[src/rtl/copro_pkg.sv]
/*
  Shared types of the coprocessor control path. RAM addresses are 16 bits wide.
  A slot holds a 3-bit point type and a 381-bit field element.
*/
package copro_pkg;

  localparam int ADDR_BITS = 16;
  localparam int FE_BITS   = 381;
  localparam logic [15:0] IRQ_MSG_CODE = 16'h0106;

  typedef enum logic [2:0] {
    SCALAR, FE, FE2, FP_AF, FP_JB, FP2_AF, FP2_JB
  } point_type_e;

  // Unlisted opcodes run as NOOP_WAIT
  typedef enum logic [7:0] {
    NOOP_WAIT      = 8'd0,
    COPY_REG       = 8'd1,
    SEND_INTERRUPT = 8'd6
  } opcode_e;

  typedef enum logic [1:0] {
    HOST_INST, HOST_DATA, HOST_START
  } host_dest_e;

  typedef struct packed {
    point_type_e          pt;
    logic [FE_BITS-1:0]   dat;
  } slot_t;

  typedef struct packed {
    opcode_e              code;
    logic [15:0]          a;
    logic [15:0]          b;
  } inst_t;

  // Instructions use payload[39:0], HOST_START uses addr only
  typedef struct packed {
    host_dest_e           dest;
    logic [ADDR_BITS-1:0] addr;
    logic [383:0]         payload;
  } host_wr_t;

  typedef struct packed {
    point_type_e          pt;
    logic [15:0]          idx;
  } idx_desc_t;

  typedef struct packed {
    slot_t                slot;
    logic                 last;
  } slot_beat_t;

  typedef struct packed {
    logic [63:0]          dat;
    logic                 sop;
    logic                 eop;
  } tx_beat_t;

  typedef struct packed {
    logic [15:0]          msg_code;
    logic [15:0]          byte_len;
    logic [7:0]           slot_cnt;
    logic [7:0]           pt_type;
    logic [15:0]          msg_idx;
  } irq_hdr_t;

  // Number of consecutive slots a value of this type occupies
  function automatic logic [7:0] slot_count(point_type_e pt);
    case (pt)
      SCALAR, FE:  return 8'd1;
      FE2, FP_AF:  return 8'd2;
      FP_JB:       return 8'd3;
      FP2_AF:      return 8'd4;
      FP2_JB:      return 8'd6;
      default:     return 8'd1;
    endcase
  endfunction

endpackage

[src/rtl/index_fifo.sv]
/*
  Descriptor FIFO with a combinational read port. DEPTH need not be a
  power of two.
*/
`timescale 1ns/1ps

module index_fifo #(
  parameter int DEPTH = 4
) (
  input  logic                 i_clk,
  input  logic                 i_rst,
  input  logic                 i_val,
  input  copro_pkg::idx_desc_t i_dat,
  output logic                 o_rdy,
  output logic                 o_val,
  output copro_pkg::idx_desc_t o_dat,
  input  logic                 i_rdy
);
  import copro_pkg::*;

  localparam int PW = (DEPTH > 1) ? $clog2(DEPTH) : 1;
  localparam logic [PW-1:0] LAST_PTR = PW'(DEPTH - 1);

  idx_desc_t     mem [DEPTH];
  logic [PW-1:0] wr_ptr;
  logic [PW-1:0] rd_ptr;
  logic [PW:0]   count;
  logic          push;
  logic          pop;

  assign o_rdy = (count != (PW+1)'(DEPTH));
  assign o_val = (count != '0);
  assign o_dat = mem[rd_ptr];
  assign push  = i_val && o_rdy;
  assign pop   = o_val && i_rdy;

  always_ff @(posedge i_clk) begin
    if (i_rst) begin
      wr_ptr <= '0;
      rd_ptr <= '0;
      count  <= '0;
    end else begin
      if (push) wr_ptr <= (wr_ptr == LAST_PTR) ? '0 : wr_ptr + 1'b1;
      if (pop) rd_ptr <= (rd_ptr == LAST_PTR) ? '0 : rd_ptr + 1'b1;
      if (push && !pop) count <= count + 1'b1;
      else if (pop && !push) count <= count - 1'b1;
    end
  end

  always_ff @(posedge i_clk) begin
    if (push) mem[wr_ptr] <= i_dat;
  end

endmodule

[config.mk]
export PLATFORM = sky130hd
export DESIGN_NAME = index_fifo
export DESIGN_NICKNAME = d
export VERILOG_FILES = /design/src/rtl/copro_pkg.sv /design/src/rtl/index_fifo.sv
export SDC_FILE = /design/constraint.sdc
export NUM_CORES = 1
export LEC_CHECK = 0
export BUFFER_PORTS_ARGS = -buffer_cell sky130_fd_sc_hd__clkbuf_2
export CAP_MARGIN = 20
export CORE_MARGIN = 3
export CORE_UTILIZATION = 45
export CTS_BUF_LIST = sky130_fd_sc_hd__clkbuf_8 sky130_fd_sc_hd__clkbuf_16
export DETAILED_ROUTE_END_ITERATION = 10
export PLACE_DENSITY_LB_ADDON = 0.12
export SYNTH_ARGS = -nofsm -noshare
export SYNTH_HDL_FRONTEND = slang
export SYNTH_SLANG_ARGS = --single-unit
[constraint.sdc]
create_clock -name i_clk -period 3.8 [get_ports i_clk]
set_input_delay 0.19 -clock i_clk [delete_from_list [all_inputs] [get_ports i_clk]]
set_output_delay 0.19 -clock i_clk [all_outputs]
set_load 0.005 [all_outputs]
==> results.yml <==
run_status:
  status: "completed"
floorplanning:
  fp.coreArea_mm2: 0.00687
  dieArea_mm2: 0.00820
  fp.dieW_um: 90.6
  start_util: 0.468
  core.rowCount: 30
  dieHeight_um: 90.6
  io-pin-count: 44
detailed_routing:
  vias_per_cell: 5.11
  dr.pass1.iters: 4
  drt-initial-drc-count: 107
  routed_wl_um: 5150
  vias: 1518
  wl_per_cell_um: 17.3
  drc: 0
  ant_nets: 0
final_layout:
  nets: 226
  num-fill-cells: 546
  seq_area_mm2: 0.00246
  fin_util: 0.541
  layout-drive-gt1-share: 0.418
  final_cells: 297
  multiInputGateArea_um2: 712
  syn2layout_area_growth_pct: 15.6
  n_antenna_cell: 0
setup_path:
  worst-path-max-fanout: 5
  critical_path_class: "reg -> reg"
  cp.arrival_ns: 2.62
  critPathRequiredTime_ns: 4.07
  worstSetupStartpointType: "flip-flop"
  critPathLaunch: "count[0]$_SDFFE_PP0P_"
  rr_startpoint: "count[0]$_SDFFE_PP0P_"
  cp-end-kind: "flip-flop"
timing:
  min_period_ns: 2.35
  period_share: 0.618
  hold_violations: 0
  max_freq_mhz: 426
  finalMaxSlewViolations: 0
  setup_tns_ns: 0
  fin_skew_ns: 0.00936
  maxSlewHeadroom: 0.348
  worstMarginPinSlew_ns: 0.977
  rsz0062_at_grt: "false"
  finalHoldWorstSlack_ns: 0.0611
  finalSetupViolCount: 0
clock_tree:
  holdBufCountCts: 0
  insertion_delay_ns: 0.34
  tritoncts: "yes"
  clk_path_buf_depth: 2
  post-cts-setup-buffer-count: 0
  cts.sinks: 85
  htree_levels: 3
  clk_pin_slew_ns: 0.08
  numCtsBuffers: 9
  root_buffer: "clkbuf_8"
  post_cts_resize_count: 0
global_routing:
  antenna_found_initial: 0
  grt_pass1_wl_um: 8370
  grt_util_all_layers: 0.135
  globalRouteOverflowTotal: 0
  grt_max_degree: 20
  grt_pass1_vias: 1610
synthesis:
  synth_common_cells: "edfxtp_1 (76), mux4_2 (19), dfxtp_1 (9)"
  synth_area_leader_cell: "edfxtp_1"
  syn_area_mm2: 0.00322
  ys_ff_latch: 85
  synth-seq-area-share: 0.765
  synth_ff_type: "edfxtp_1"
  yosysMostFrequentCell: "edfxtp_1"
  ys_types: 26
  syn_inst: 147
  synthArstFlopShare: 0
  synth_edf_count: 76
  synth_top_area_share: 0.709
  synth_area_per_cell_um2: 21.9
  syn_nets: 177
  ys_top_cells_by_area: "edfxtp_1 (71%), mux4_2 (13%), dfxtp_1 (5.6%), ha_1 (2.3%), mux2i_1 (0.93%)"
  ys_warn_count: 0
place:
  portBuffers: 43
  gp_congestion: 0.722
  dp.cells: 281
  place.detailed.hpwl_um: 3250
worst_hold_path:
  min_from: "i_dat[10]"
  hold_path.class: "in -> reg"
power:
  ir_worst_vdd_v: 0.000275
  p_total_w: 0.00231
  power_density_mw_per_mm2: 620
  p_leak_nw: 1.30
run:
  maxCapViolations: 0
-- metal layers --
metal,track usage,up-vias,routed length [um]
met5,0,-,0
met4,0.0651,0,72
met3,0.0333,6,208
met2,0.226,31,2700
met1,0.164,787,2160
li1,-,694,-
-- cells by family after synthesis --
family,share of synthesized area
DFF,0.765
muxes,0.142
and+or+nand+nor,0.0330
buffers and inverters,0.0136
adders and majority gates,0.0295
AOI/OAI and AO/OA,0.0109
xor gates and xnor gates,0.00544
-- final timing paths --
path / endpoint / slack (ns) / cells after the start
worst max-delay path: count[2]$_SDFFE_PP0P_ / 1.45 / 7
worst min-delay path: mem[3][10]$_DFFE_PP_ / 0.06 / 1
worst max register to register: count[2]$_SDFFE_PP0P_ / 1.45 / 7
worst min register to register: flip-flop / 0.51 / 2
-- stage by stage --
step | worst slack, ns | area (um2)
detailed placement | 1.45 | 3530
CTS | 1.43 | 3720
floorplan | 1.63 | 3220
global route | 1.30 | 3720
finish | 1.45 | 3720
global placement | 1.55 | 3530
-- flip-flops by register name, summed over array words and instances (netlist names), named ones only --
name	cells
count	3
wr_ptr	2
rd_ptr	2
mem	76
-- where the power goes --
group	internal (W)	switching (W)	leakage, nW
clock network	0.000299	0.000305	0.0919
logic	0.000263	0.000234	0.436
registers	0.00114	0.0000680	0.771
-- critical path: stages (launching register included) --
cell and delay (ns):
dfxtp_1 0.37, o31ai_1 0.48, ha_1 0.28, inv_1 0.06, fa_1 0.38, xor2_1 0.16, or3_2 0.41, a21oi_1 0.14
-- layout by cell type (no fill, tap or decap), drive strengths merged, types with 2 or more instances in the layout --
cell type  synthesis  layout
mux4              19      19
o31ai              2       2
nand2b             2       2
mux2i              3       3
edfxtp            76      76
nor2               3       3
clkbuf             3      52
inv                3       3
or3                3       3
xor2               2       2
ha                 6       6
and3               4       4
clkinv             0       5
dfxtp              9       9
a21oi              2       2
-- cell type report --
cell class | count | share of cell area
clock buffer | 9 | 0.0333
clock inverter | 7 | 0.0178
inverter | 3 | 0.00303
multi-input combinational | 53 | 0.191
sequential | 85 | 0.662
tap | 96 | 0.0323
timing repair buffer | 44 | 0.0599
Power figures use the tool's default switching activity.
