[src/rtl/copro_pkg.sv]
/*
  Shared types of the coprocessor control path. RAM addresses are 16 bits wide.
  A slot holds a 3-bit point type and a 381-bit field element.
*/
package copro_pkg;

  localparam int ADDR_BITS = 16;
  localparam int FE_BITS   = 381;
  localparam logic [15:0] IRQ_MSG_CODE = 16'h0106;

  typedef enum logic [2:0] {
    SCALAR, FE, FE2, FP_AF, FP_JB, FP2_AF, FP2_JB
  } point_type_e;

  // Unlisted opcodes run as NOOP_WAIT
  typedef enum logic [7:0] {
    NOOP_WAIT      = 8'd0,
    COPY_REG       = 8'd1,
    SEND_INTERRUPT = 8'd6
  } opcode_e;

  typedef enum logic [1:0] {
    HOST_INST, HOST_DATA, HOST_START
  } host_dest_e;

  typedef struct packed {
    point_type_e          pt;
    logic [FE_BITS-1:0]   dat;
  } slot_t;

  typedef struct packed {
    opcode_e              code;
    logic [15:0]          a;
    logic [15:0]          b;
  } inst_t;

  // Instructions use payload[39:0], HOST_START uses addr only
  typedef struct packed {
    host_dest_e           dest;
    logic [ADDR_BITS-1:0] addr;
    logic [383:0]         payload;
  } host_wr_t;

  typedef struct packed {
    point_type_e          pt;
    logic [15:0]          idx;
  } idx_desc_t;

  typedef struct packed {
    slot_t                slot;
    logic                 last;
  } slot_beat_t;

  typedef struct packed {
    logic [63:0]          dat;
    logic                 sop;
    logic                 eop;
  } tx_beat_t;

  typedef struct packed {
    logic [15:0]          msg_code;
    logic [15:0]          byte_len;
    logic [7:0]           slot_cnt;
    logic [7:0]           pt_type;
    logic [15:0]          msg_idx;
  } irq_hdr_t;

  // Number of consecutive slots a value of this type occupies
  function automatic logic [7:0] slot_count(point_type_e pt);
    case (pt)
      SCALAR, FE:  return 8'd1;
      FE2, FP_AF:  return 8'd2;
      FP_JB:       return 8'd3;
      FP2_AF:      return 8'd4;
      FP2_JB:      return 8'd6;
      default:     return 8'd1;
    endcase
  endfunction

endpackage

[src/rtl/interrupt_tx.sv]
/*
  One message per descriptor: a header beat with sop, then serializer beats
  up to eop. Output is a single register that holds while not taken.
*/
`timescale 1ns/1ps

module interrupt_tx (
  input  logic                 i_clk,
  input  logic                 i_rst,
  input  logic                 i_idx_val,
  input  copro_pkg::idx_desc_t i_idx,
  output logic                 o_idx_rdy,
  input  logic                 i_beat_val,
  input  copro_pkg::tx_beat_t  i_beat,
  output logic                 o_beat_rdy,
  output logic                 o_tx_val,
  output copro_pkg::tx_beat_t  o_tx,
  input  logic                 i_tx_rdy
);
  import copro_pkg::*;

  typedef enum logic [1:0] {WAIT_IDX, SEND_HDR, SEND_DATA} state_e;

  state_e     state;
  irq_hdr_t   hdr;
  irq_hdr_t   hdr_next;
  logic [7:0] idx_slots;
  logic       out_free;

  assign out_free   = !o_tx_val || i_tx_rdy;
  assign o_idx_rdy  = (state == WAIT_IDX);
  assign o_beat_rdy = (state == SEND_DATA) && out_free;
  assign idx_slots  = slot_count(i_idx.pt);

  // 48 bytes per slot
  always_comb begin
    hdr_next.msg_code = IRQ_MSG_CODE;
    hdr_next.byte_len = 16'(idx_slots) * 16'd48;
    hdr_next.slot_cnt = idx_slots;
    hdr_next.pt_type  = 8'(i_idx.pt);
    hdr_next.msg_idx  = i_idx.idx;
  end

  always_ff @(posedge i_clk) begin
    if (i_rst) begin
      state    <= WAIT_IDX;
      o_tx_val <= 1'b0;
    end else begin
      if (o_tx_val && i_tx_rdy) o_tx_val <= 1'b0;
      case (state)
        WAIT_IDX: begin
          if (i_idx_val) state <= SEND_HDR;
        end
        SEND_HDR: begin
          if (out_free) begin
            o_tx_val <= 1'b1;
            state    <= SEND_DATA;
          end
        end
        SEND_DATA: begin
          if (out_free && i_beat_val) begin
            o_tx_val <= 1'b1;
            if (i_beat.eop) state <= WAIT_IDX;
          end
        end
        default: state <= WAIT_IDX;
      endcase
    end
  end

  always_ff @(posedge i_clk) begin
    if (state == WAIT_IDX && i_idx_val) begin
      hdr <= hdr_next;
    end
    if (state == SEND_HDR && out_free) begin
      o_tx.dat <= hdr;
      o_tx.sop <= 1'b1;
      o_tx.eop <= 1'b0;
    end else if (state == SEND_DATA && out_free && i_beat_val) begin
      o_tx <= i_beat;
    end
  end

endmodule

[config.mk]
export PLATFORM = sky130hd
export DESIGN_NAME = interrupt_tx
export DESIGN_NICKNAME = d
export VERILOG_FILES = /design/src/rtl/copro_pkg.sv /design/src/rtl/interrupt_tx.sv
export SDC_FILE = /design/constraint.sdc
export NUM_CORES = 1
export LEC_CHECK = 0
export CORE_UTILIZATION = 40
export CTS_BUF_LIST = sky130_fd_sc_hd__clkbuf_8
export DETAILED_ROUTE_END_ITERATION = 8
export DONT_BUFFER_PORTS = 1
export PLACE_DENSITY = 0.56
export SLEW_MARGIN = 25
export SYNTH_ARGS = -nofsm -noshare
export SYNTH_HDL_FRONTEND = slang
export SYNTH_SLANG_ARGS = --single-unit
[constraint.sdc]
create_clock -name i_clk -period 3.54 [get_ports i_clk]
set_clock_uncertainty 0.15 [all_clocks]
set_input_delay 0.177 -clock i_clk [delete_from_list [all_inputs] [get_ports i_clk]]
set_output_delay 0.177 -clock i_clk [all_outputs]
set_load 0.005 [all_outputs]
==> flow_summary.ini <==
[routing]
routedWlPerCell_um = 17.95
route.detailed.drc = 0
dr.pass1.iters = 4
drtIter0Drc = 40
detail-route-antenna-nets = 0
drt-total-wl_um = 7594
vias_per_cell = 5.076
num_vias = 2147

[placed_design]
place_congestion = 0.7312
dp.cells = 316
preCtsSetupSlack_ns = 1.219
port_buffers = 0
hpwl_um = 4868

[synth]
synth_area_leader_cell = edfxtp_1
ys_async_sr_fraction = 0
synth_sequential_area_ratio = 0.7682
syn-num-nets = 311
synth.area.top_cells = edfxtp_1, a22o_1, and2_1
synth.most_common_cell = edfxtp_1
yosysTopAreaCellShare = 0.7407
avgSynthCellArea_um2 = 16.97
synth-edff-count = 90
yosys-top-cells-count = edfxtp_1, and2_1, a22o_1
netlist_area_um2 = 3648
synth_warnings = 0
synth_cells = 215
yosys_register_bits = 95
yosys_most_used_dff = edfxtp_1
synth.distinct_cells = 28

[clocking]
cts_tree = yes
root_buffer = clkbuf_8
h-tree-depth = 3
clock_latency_ns = 0.35
post_cts_resize_count = 0
clkTransAtPathRegs_ns = 0.10
clock_path_buffers = 2
clock-sinks = 95
cts_made_buffers = 9

[setup_path]
critPathTopFamily = simple AND/OR/NAND/NOR gates
worstSetupPathType = reg2reg
cp_slowest_cell = nor2_4
cp_slowest_stage_delay_ns = 0.57
arrival_ns = 2.36
ff2ff_path_depth = 6
critPathRequiredTime_ns = 3.60
crit_fanout = 32
end_kind = register
cp.buffers_inverters = 2
r2r_end = o_tx[37]
r2r_slack_ns = 1.23
start_kind = register
worstReg2RegStart = state[0]
crit_chain = inv_1 -> ha_1 -> nand3_2 -> nor2_4 -> buf_4 -> and2_1

[worst_hold_path]
min_path_type = in2reg
whs_endpoint = hdr[26]
min_from = i_idx[18]
min_path_cells = 1

[timing]
fmax_mhz = 433.7
final_hold_viol_count = 0
final.min_clock_period_ns = 2.306
tightest_slew_ns = 0.7101
report.final.slew_viol_count = 0
period_share = 0.6513
rsz0062_at_grt = false
tns_ns = 0
relSlewSlack = 0.5249
setup_violations = 0
setup_slack_ns = 1.234

[global_routing]
grt_pass1_wl_um = 11810
grt_pass1_vias = 2291
grt_use_total = 0.1614
gr-total-overflow = 0
grt_start_max_net_pins = 36
grt_antenna_before_repair = 0

[floorplanning]
die_area_um2 = 9507
num_rows = 34
die_w_um = 97.51
die_h_um = 97.51
initial_core_util = 0.4163
placeableCoreArea_um2 = 8763
io_pins = 159

[cells_and_area]
drive_gt1_frac = 0.06984
layout.cells.non_filler = 423
area_delta_synth_final_pct = 33.40
fin_nets = 406
diodes = 0

[pwr]
powerDensity_nw_per_um2 = 522.6
power.total_w = 0.002544
worst_ir_drop_vdd_v = 0.0002714
leakagePower_nw = 1.764

[flow_run]
max_cap_violations = 0

[run_status]
outcome = finished, final reports clean
## logic make-up after synthesis
group	Yosys count	synth area share
DFF	95	0.7682
and+or+nand+nor	61	0.09842
AOI/OAI and AO/OA	35	0.07956
buffers and inverters	14	0.02126
adders and majority gates	6	0.02263
xor gates and xnor gates	3	0.007203
muxes	1	0.002744
## worst max-delay path by stage
stage | cells past startpoint | slack, ns | end | startpoint
final | 6 | 1.23 | o_tx[37] | state[0]
after global routing | 6 | 1.03 | o_tx[37] | state[0]
after CTS | 6 | 1.18 | o_tx[37] | state[0]
after detailed placement | 6 | 1.22 | o_tx[37] | state[0]
after global placement | 6 | 1.28 | o_tx[37] | state[0]
after floorplan | 4 | 0.82 | o_tx[10] | state[1]
## repair_timing
item,in CTS,in global routing
hold endpoints to repair,89,0
endpoints found under the setup margin,0,0
buffers inserted,0,0
hold buffers,91,0
## where the power goes
part	total (W)	switching (W)	internal [W]
Clock	0.000712	0.000383	0.000330
Combinational	0.000320	0.000170	0.000150
Sequential	0.00151	0.0000771	0.00143
Total	0.00254	0.000630	0.00191
## layer usage
metal	routed length, um	part of all wire	vias to the layer above	global-route usage
met4	78	0.010	0	0.05769
li1	-	-	996	-
met5	0	0	-	0
met3	538	0.071	9	0.05324
met1	3002	0.40	1044	0.1784
met2	3975	0.52	98	0.2883
## state kept, by name, summed over array words and instances, names as in the netlist
name      count
o_tx_val      1
hdr          26
state         2
o_tx         66
## stage by stage
step / hold slack, ns / area (um^2) / util
final: 0.02706 / 4867 / 0.5554
after global placement: 0.1014 / 3759 / 0.4289
after global routing: 0.02006 / 4867 / 0.5554
after floorplan: 0.09607 / 3649 / -
after detailed placement: 0.1019 / 3759 / 0.4289
after CTS: 0.01108 / 4867 / 0.5554
## layout by cell type, fill, tap and decap left out, types with 2 or more instances in the layout
cell type and count:
and2_1 37, inv_1 5, clkbuf_8 9, nand3_1 2
a22o_1 27, nand2_1 12, xor2_1 3, edfxtp_1 90
nor2_1 2, ha_1 5, dfxtp_1 5, dlygate4sd3_1 91
buf_4 2, clkinv_4 2, a31oi_1 2
## layout make-up
type / count / area [um^2]
Tap cell: 108 / 135.1
Multi-Input combinational cell: 106 / 770.7
Timing Repair Buffer: 94 / 945.9
Sequential cell: 95 / 2803
Clock inverter: 7 / 73.82
Fill cell: 718 / 3896
Inverter: 4 / 15.01
Clock buffer: 9 / 123.9
No activity file was read; power rests on OpenSTA's default activity.
