`src/rtl/copro_pkg.sv`:
```
/*
  Shared types of the coprocessor control path. RAM addresses are 16 bits wide.
  A slot holds a 3-bit point type and a 381-bit field element.
*/
package copro_pkg;

  localparam int ADDR_BITS = 16;
  localparam int FE_BITS   = 381;
  localparam logic [15:0] IRQ_MSG_CODE = 16'h0106;

  typedef enum logic [2:0] {
    SCALAR, FE, FE2, FP_AF, FP_JB, FP2_AF, FP2_JB
  } point_type_e;

  // Unlisted opcodes run as NOOP_WAIT
  typedef enum logic [7:0] {
    NOOP_WAIT      = 8'd0,
    COPY_REG       = 8'd1,
    SEND_INTERRUPT = 8'd6
  } opcode_e;

  typedef enum logic [1:0] {
    HOST_INST, HOST_DATA, HOST_START
  } host_dest_e;

  typedef struct packed {
    point_type_e          pt;
    logic [FE_BITS-1:0]   dat;
  } slot_t;

  typedef struct packed {
    opcode_e              code;
    logic [15:0]          a;
    logic [15:0]          b;
  } inst_t;

  // Instructions use payload[39:0], HOST_START uses addr only
  typedef struct packed {
    host_dest_e           dest;
    logic [ADDR_BITS-1:0] addr;
    logic [383:0]         payload;
  } host_wr_t;

  typedef struct packed {
    point_type_e          pt;
    logic [15:0]          idx;
  } idx_desc_t;

  typedef struct packed {
    slot_t                slot;
    logic                 last;
  } slot_beat_t;

  typedef struct packed {
    logic [63:0]          dat;
    logic                 sop;
    logic                 eop;
  } tx_beat_t;

  typedef struct packed {
    logic [15:0]          msg_code;
    logic [15:0]          byte_len;
    logic [7:0]           slot_cnt;
    logic [7:0]           pt_type;
    logic [15:0]          msg_idx;
  } irq_hdr_t;

  // Number of consecutive slots a value of this type occupies
  function automatic logic [7:0] slot_count(point_type_e pt);
    case (pt)
      SCALAR, FE:  return 8'd1;
      FE2, FP_AF:  return 8'd2;
      FP_JB:       return 8'd3;
      FP2_AF:      return 8'd4;
      FP2_JB:      return 8'd6;
      default:     return 8'd1;
    endcase
  endfunction

endpackage

```
`src/rtl/slot_serializer.sv`:
```
/*
  Splits one 384-bit slot into six 64-bit beats, low bits first. The next
  slot can load on the cycle the sixth beat leaves. sop is always low.
*/
`timescale 1ns/1ps

module slot_serializer (
  input  logic                  i_clk,
  input  logic                  i_rst,
  input  logic                  i_val,
  input  copro_pkg::slot_beat_t i_slot,
  output logic                  o_rdy,
  output logic                  o_val,
  output copro_pkg::tx_beat_t   o_beat,
  input  logic                  i_rdy
);
  import copro_pkg::*;

  localparam int BEATS = $bits(slot_t) / 64;
  localparam logic [2:0] LAST_BEAT = 3'(BEATS - 1);

  logic [$bits(slot_t)-1:0] shreg;
  logic                     last;
  logic                     full;
  logic [2:0]               beat_cnt;
  logic                     load;
  logic                     take;

  assign take  = full && i_rdy;
  assign o_rdy = !full || (take && beat_cnt == LAST_BEAT);
  assign load  = i_val && o_rdy;
  assign o_val = full;

  always_comb begin
    o_beat.dat = shreg[63:0];
    o_beat.sop = 1'b0;
    // eop only closes the final slot of a point
    o_beat.eop = last && (beat_cnt == LAST_BEAT);
  end

  always_ff @(posedge i_clk) begin
    if (i_rst) begin
      full     <= 1'b0;
      beat_cnt <= '0;
    end else if (load) begin
      full     <= 1'b1;
      beat_cnt <= '0;
    end else if (take) begin
      beat_cnt <= beat_cnt + 3'd1;
      if (beat_cnt == LAST_BEAT) full <= 1'b0;
    end
  end

  always_ff @(posedge i_clk) begin
    if (load) begin
      shreg <= i_slot.slot;
      last  <= i_slot.last;
    end else if (take) begin
      shreg <= shreg >> 64;
    end
  end

endmodule

```
`config.mk`:
```
export PLATFORM = sky130hd
export DESIGN_NAME = slot_serializer
export DESIGN_NICKNAME = d
export VERILOG_FILES = /design/src/rtl/copro_pkg.sv /design/src/rtl/slot_serializer.sv
export SDC_FILE = /design/constraint.sdc
export NUM_CORES = 1
export LEC_CHECK = 0
export BUFFER_PORTS_ARGS = -buffer_cell sky130_fd_sc_hd__buf_4
export CORE_UTILIZATION = 40
export CTS_CLUSTER_DIAMETER = 30
export CTS_CLUSTER_SIZE = 40
export DETAILED_ROUTE_END_ITERATION = 8
export PLACE_DENSITY_LB_ADDON = 0.08
export RECOVER_POWER = 25
export SYNTH_ARGS = -nofsm -noshare
export SYNTH_HDL_FRONTEND = slang
export SYNTH_SLANG_ARGS = --single-unit
```
`constraint.sdc`:
```
create_clock -name i_clk -period 55.5 [get_ports i_clk]
set_input_delay 2.775 -clock i_clk [delete_from_list [all_inputs] [get_ports i_clk]]
set_output_delay 2.775 -clock i_clk [all_outputs]
set_load 0.02 [all_outputs]
```
==> key figures <==
Yosys
  – Cell area after synthesis: 16610 sq um
  – Ys async rst share: 0
  – Cell variety after synth: 22
  – Number of synthesized flops with an enable pin: 385
  – Sequential element share of the synthesized area: 0.7007
  – Top FF cell, synth: edfxtp_1
  – Largest area contributor in the netlist: edfxtp_1
  – Mapped Cells: 899
  – Ranking of synthesized cells by instance count: 385 x edfxtp_1, 200 x mux2_1, 120 x mux2_2
  – Syn avg cell area: around 18 sq um
  – Ranking of synthesized cells by area: edfxtp_1 70%, mux2_1 14%, mux2_2 8.1%, buf_4 3.3%, and2_1 2.4%
  – Number of synthesized register bits: 389
  – Synth warn: 0
  – Yosys top cell area share: 0.6959
  – Count leader, synth: edfxtp_1
  – Post-Syn Nets: around 1300

Floorplan
  – # IOs: between 400 and 500
  – Core box area: 40920 sq um
  – Die area: 42350 sq um
  – Initial Util: 0.4060
  – Row Count: 74
  – Die H: 205.8 um
  – Die W: 205.8 um

Setup path
  – CP Data Arrival Time: 9350 ps
  – CP top delay family: buffers and inverters
  – Required @ worst endpoint: around 56000 ps
  – Startpoint types: primary input
  – Kind of critical path: primary input to flip-flop
  – Worst path cell trace: clkbuf_4 -> inv_1 -> o21ai_0 -> clkbuf_1 -> buf_4
  – Slowest CP cell: o21ai_0
  – Buffers & Inverters on Critical Path: 4
  – Crit path largest cell delay: 3010 ps
  – Worst setup EP type: flip-flop
  – Worst-path maximum fanout: 86

Outcome
  – Failing checks: capacitance limit, slew limit
  – Outcome: finished with violations

Drt
  – DRT iter0 DRCs: 441
  – Pre-antenna DRT Iters: 4
  – Antenna Nets Post-Route: 0
  – DRC: 0
  – Drt total wl: 35710 um
  – Wire per inst: between 15 and 20 um
  – Via count: 9007
  – DR vias/cell: ~4.6

STA
  – # setup viols final: 0
  – Fmax: roughly 110 MHz
  – RSZ-0062 raised after global routing: no
  – Min Tclk post-route: 9153 ps
  – Max-slew violation count: 182
  – Skew final: about 15 ps
  – Hold Vio Cnt, Final: 0
  – Relative slew slack: -2.050
  – Slew of the pin with the lowest slew margin: 4575 ps
  – Tcrit/Tclk final: 0.1649
  – TNS Setup: 0 ps

Placement
  – Final HPWL DP: 23830 um
  – PortBufs: 455
  – Gpl congestion: 0.7607
  – Post-place instance area: 19940 sq um

Clock network
  – Root buf cell: clkbuf_16
  – H-tree depth: 3
  – CTS tree: yes
  – Post_cts resized: 0
  – Num CTS Buffers: 94
  – Clk Latency, worst-skew pair: approximately 590 ps
  – Clk pin slew, worst setup/hold paths: 50 ps
  – Post-CTS setup buffers: 0
  – Clk sink count: 389
  – Hold_buf cts: 0
  – Clock tree buffer depth: 3

Worst hold path
  – Hold Crit Class: flip-flop to flip-flop

Global route
  – GRT overflow: 0
  – Initial antenna violation count: 6
  – Total GRT Usage: 0.1646
  – Number of global-route vias before repair: 9299
  – First-pass GRT wire length: 52210 um
  – Largest net degree at the start of global routing: 96

Finish
  – Final Instance Area: 23000 sq um
  – Multi-input logic area: 4125 sq um
  – Syn-to-layout area delta: 38.45%
  – Reg area: 11640 sq um
  – Final #Nets: 1744
  – FILL cells: 3350
  – Share of post-route cells with drive strength above 1: 0.4728

Pwr
  – Power per Cell Area: roughly 44 nW/um^2
  – Leakage: approximately 8.9 nW
  – Peak VDD IR: roughly 0.033 mV

Job
  – MaxCap Viol Count: 3
## sequential cells by signal (all words and copies together) (netlist names)
| register | count |
|---|---|
| o_val | 1 |
| shreg | 384 |
| beat_cnt | 3 |
| last | 1 |
## per-stage QoR
stage | worst slack, ps | power [mW] | hold WS [ps] | utilization | instances
floorplan | 24270 | 0.4486 | 469.8 | - | 899
detailed placement | 48790 | 0.4536 | 499.8 | 0.4873 | 1789
CTS | 49400 | 1.025 | 506.4 | 0.5684 | 1964
global placement | 48800 | 0.4516 | 487.2 | 0.4873 | 1789
global route | 45560 | 1.046 | 526.0 | 0.5621 | 1968
finish | 46350 | 1.009 | 504.2 | 0.5621 | 1968
## worst reg2reg max path: cells and delay by family, from the launching register on
family	cells	cell delay, ps
AOI/OAI and AO/OA	1	3040
buffers and inverters	2	3310
DFF	1	370
## area by class of cell
| class | count | area share |
|---|---|---|
| Tap cell | 532 | 0.02894 |
| Multi-Input combinational cell | 401 | 0.1793 |
| Antenna cell | 4 | 0.0004352 |
| Clock inverter | 73 | 0.03851 |
| Timing Repair Buffer | 465 | 0.1405 |
| Clock buffer | 102 | 0.1059 |
| Sequential cell | 389 | 0.5061 |
| Inverter | 2 | 0.0003264 |
## logic make-up (layout without fill, tap and decap cells)
family,Yosys count,after routing,share of synthesized area
compound gates,4,4,0.002109
xor+xnor,2,2,0.001055
fa+ha+maj,2,2,0.001506
buf+inv,109,642,0.05099
flops,389,389,0.7007
mux,320,320,0.2169
other cells,1,5,0.0002257
simple gates,72,72,0.02651
## cells in the final DEF (no fill, tap or decap)
cell type / Yosys / layout
xor2_1: 2 / 2
and3_1: 2 / 2
clkinv_8: 0 / 1
clkbuf_16: 0 / 96
o21ai_0: 1 / 1
a21oi_1: 1 / 1
nand3_1: 2 / 2
clkinv_2: 0 / 21
conb_1: 1 / 1
mux2_1: 200 / 200
clkinvlp_4: 0 / 12
inv_1: 2 / 2
clkbuf_8: 0 / 1
edfxtp_1: 385 / 385
and2_0: 0 / 11
inv_6: 0 / 4
mux2_2: 120 / 120
ha_1: 2 / 2
nor3_1: 2 / 2
and2_1: 64 / 53
nand2_1: 2 / 2
bufinv_16: 0 / 18
a21oi_4: 1 / 1
a2111oi_0: 1 / 1
clkinv_1: 0 / 10
clkbuf_4: 0 / 2
clkinv_4: 0 / 7
dfxtp_1: 4 / 4
buf_4: 74 / 394
clkbuf_1: 5 / 74
diode_2: 0 / 4
## power breakdown
group	total [mW]	switching, mW	internal [mW]
clock network	0.565	0.167	0.398
logic	0.0753	0.0351	0.0402
registers	0.369	0.00633	0.363
## worst paths after layout
| check | slack [ps] | to | start | cells past startpoint |
|---|---|---|---|---|
| worst max-delay path | 46350 | shreg[10]$_DFFE_PP_ | i_val | 5 |
| worst max register to register | 48300 | shreg[10]$_DFFE_PP_ | o_val$_SDFFE_PP0P_ | 3 |
| worst min-delay path | 500 | beat_cnt[1]$_SDFFE_PP0P_ | beat_cnt[1]$_SDFFE_PP0P_ | 2 |
| worst min register to register | 500 | beat_cnt[1]$_SDFFE_PP0P_ | beat_cnt[1]$_SDFFE_PP0P_ | 2 |
## layer usage
metal | global-route usage | share of wire
met5 | 0 | 0.00078
met1 | 0.1907 | 0.39
met3 | 0.07317 | 0.094
met2 | 0.2624 | 0.49
met4 | 0.07353 | 0.029
No activity file was read; power rests on OpenSTA's default activity.
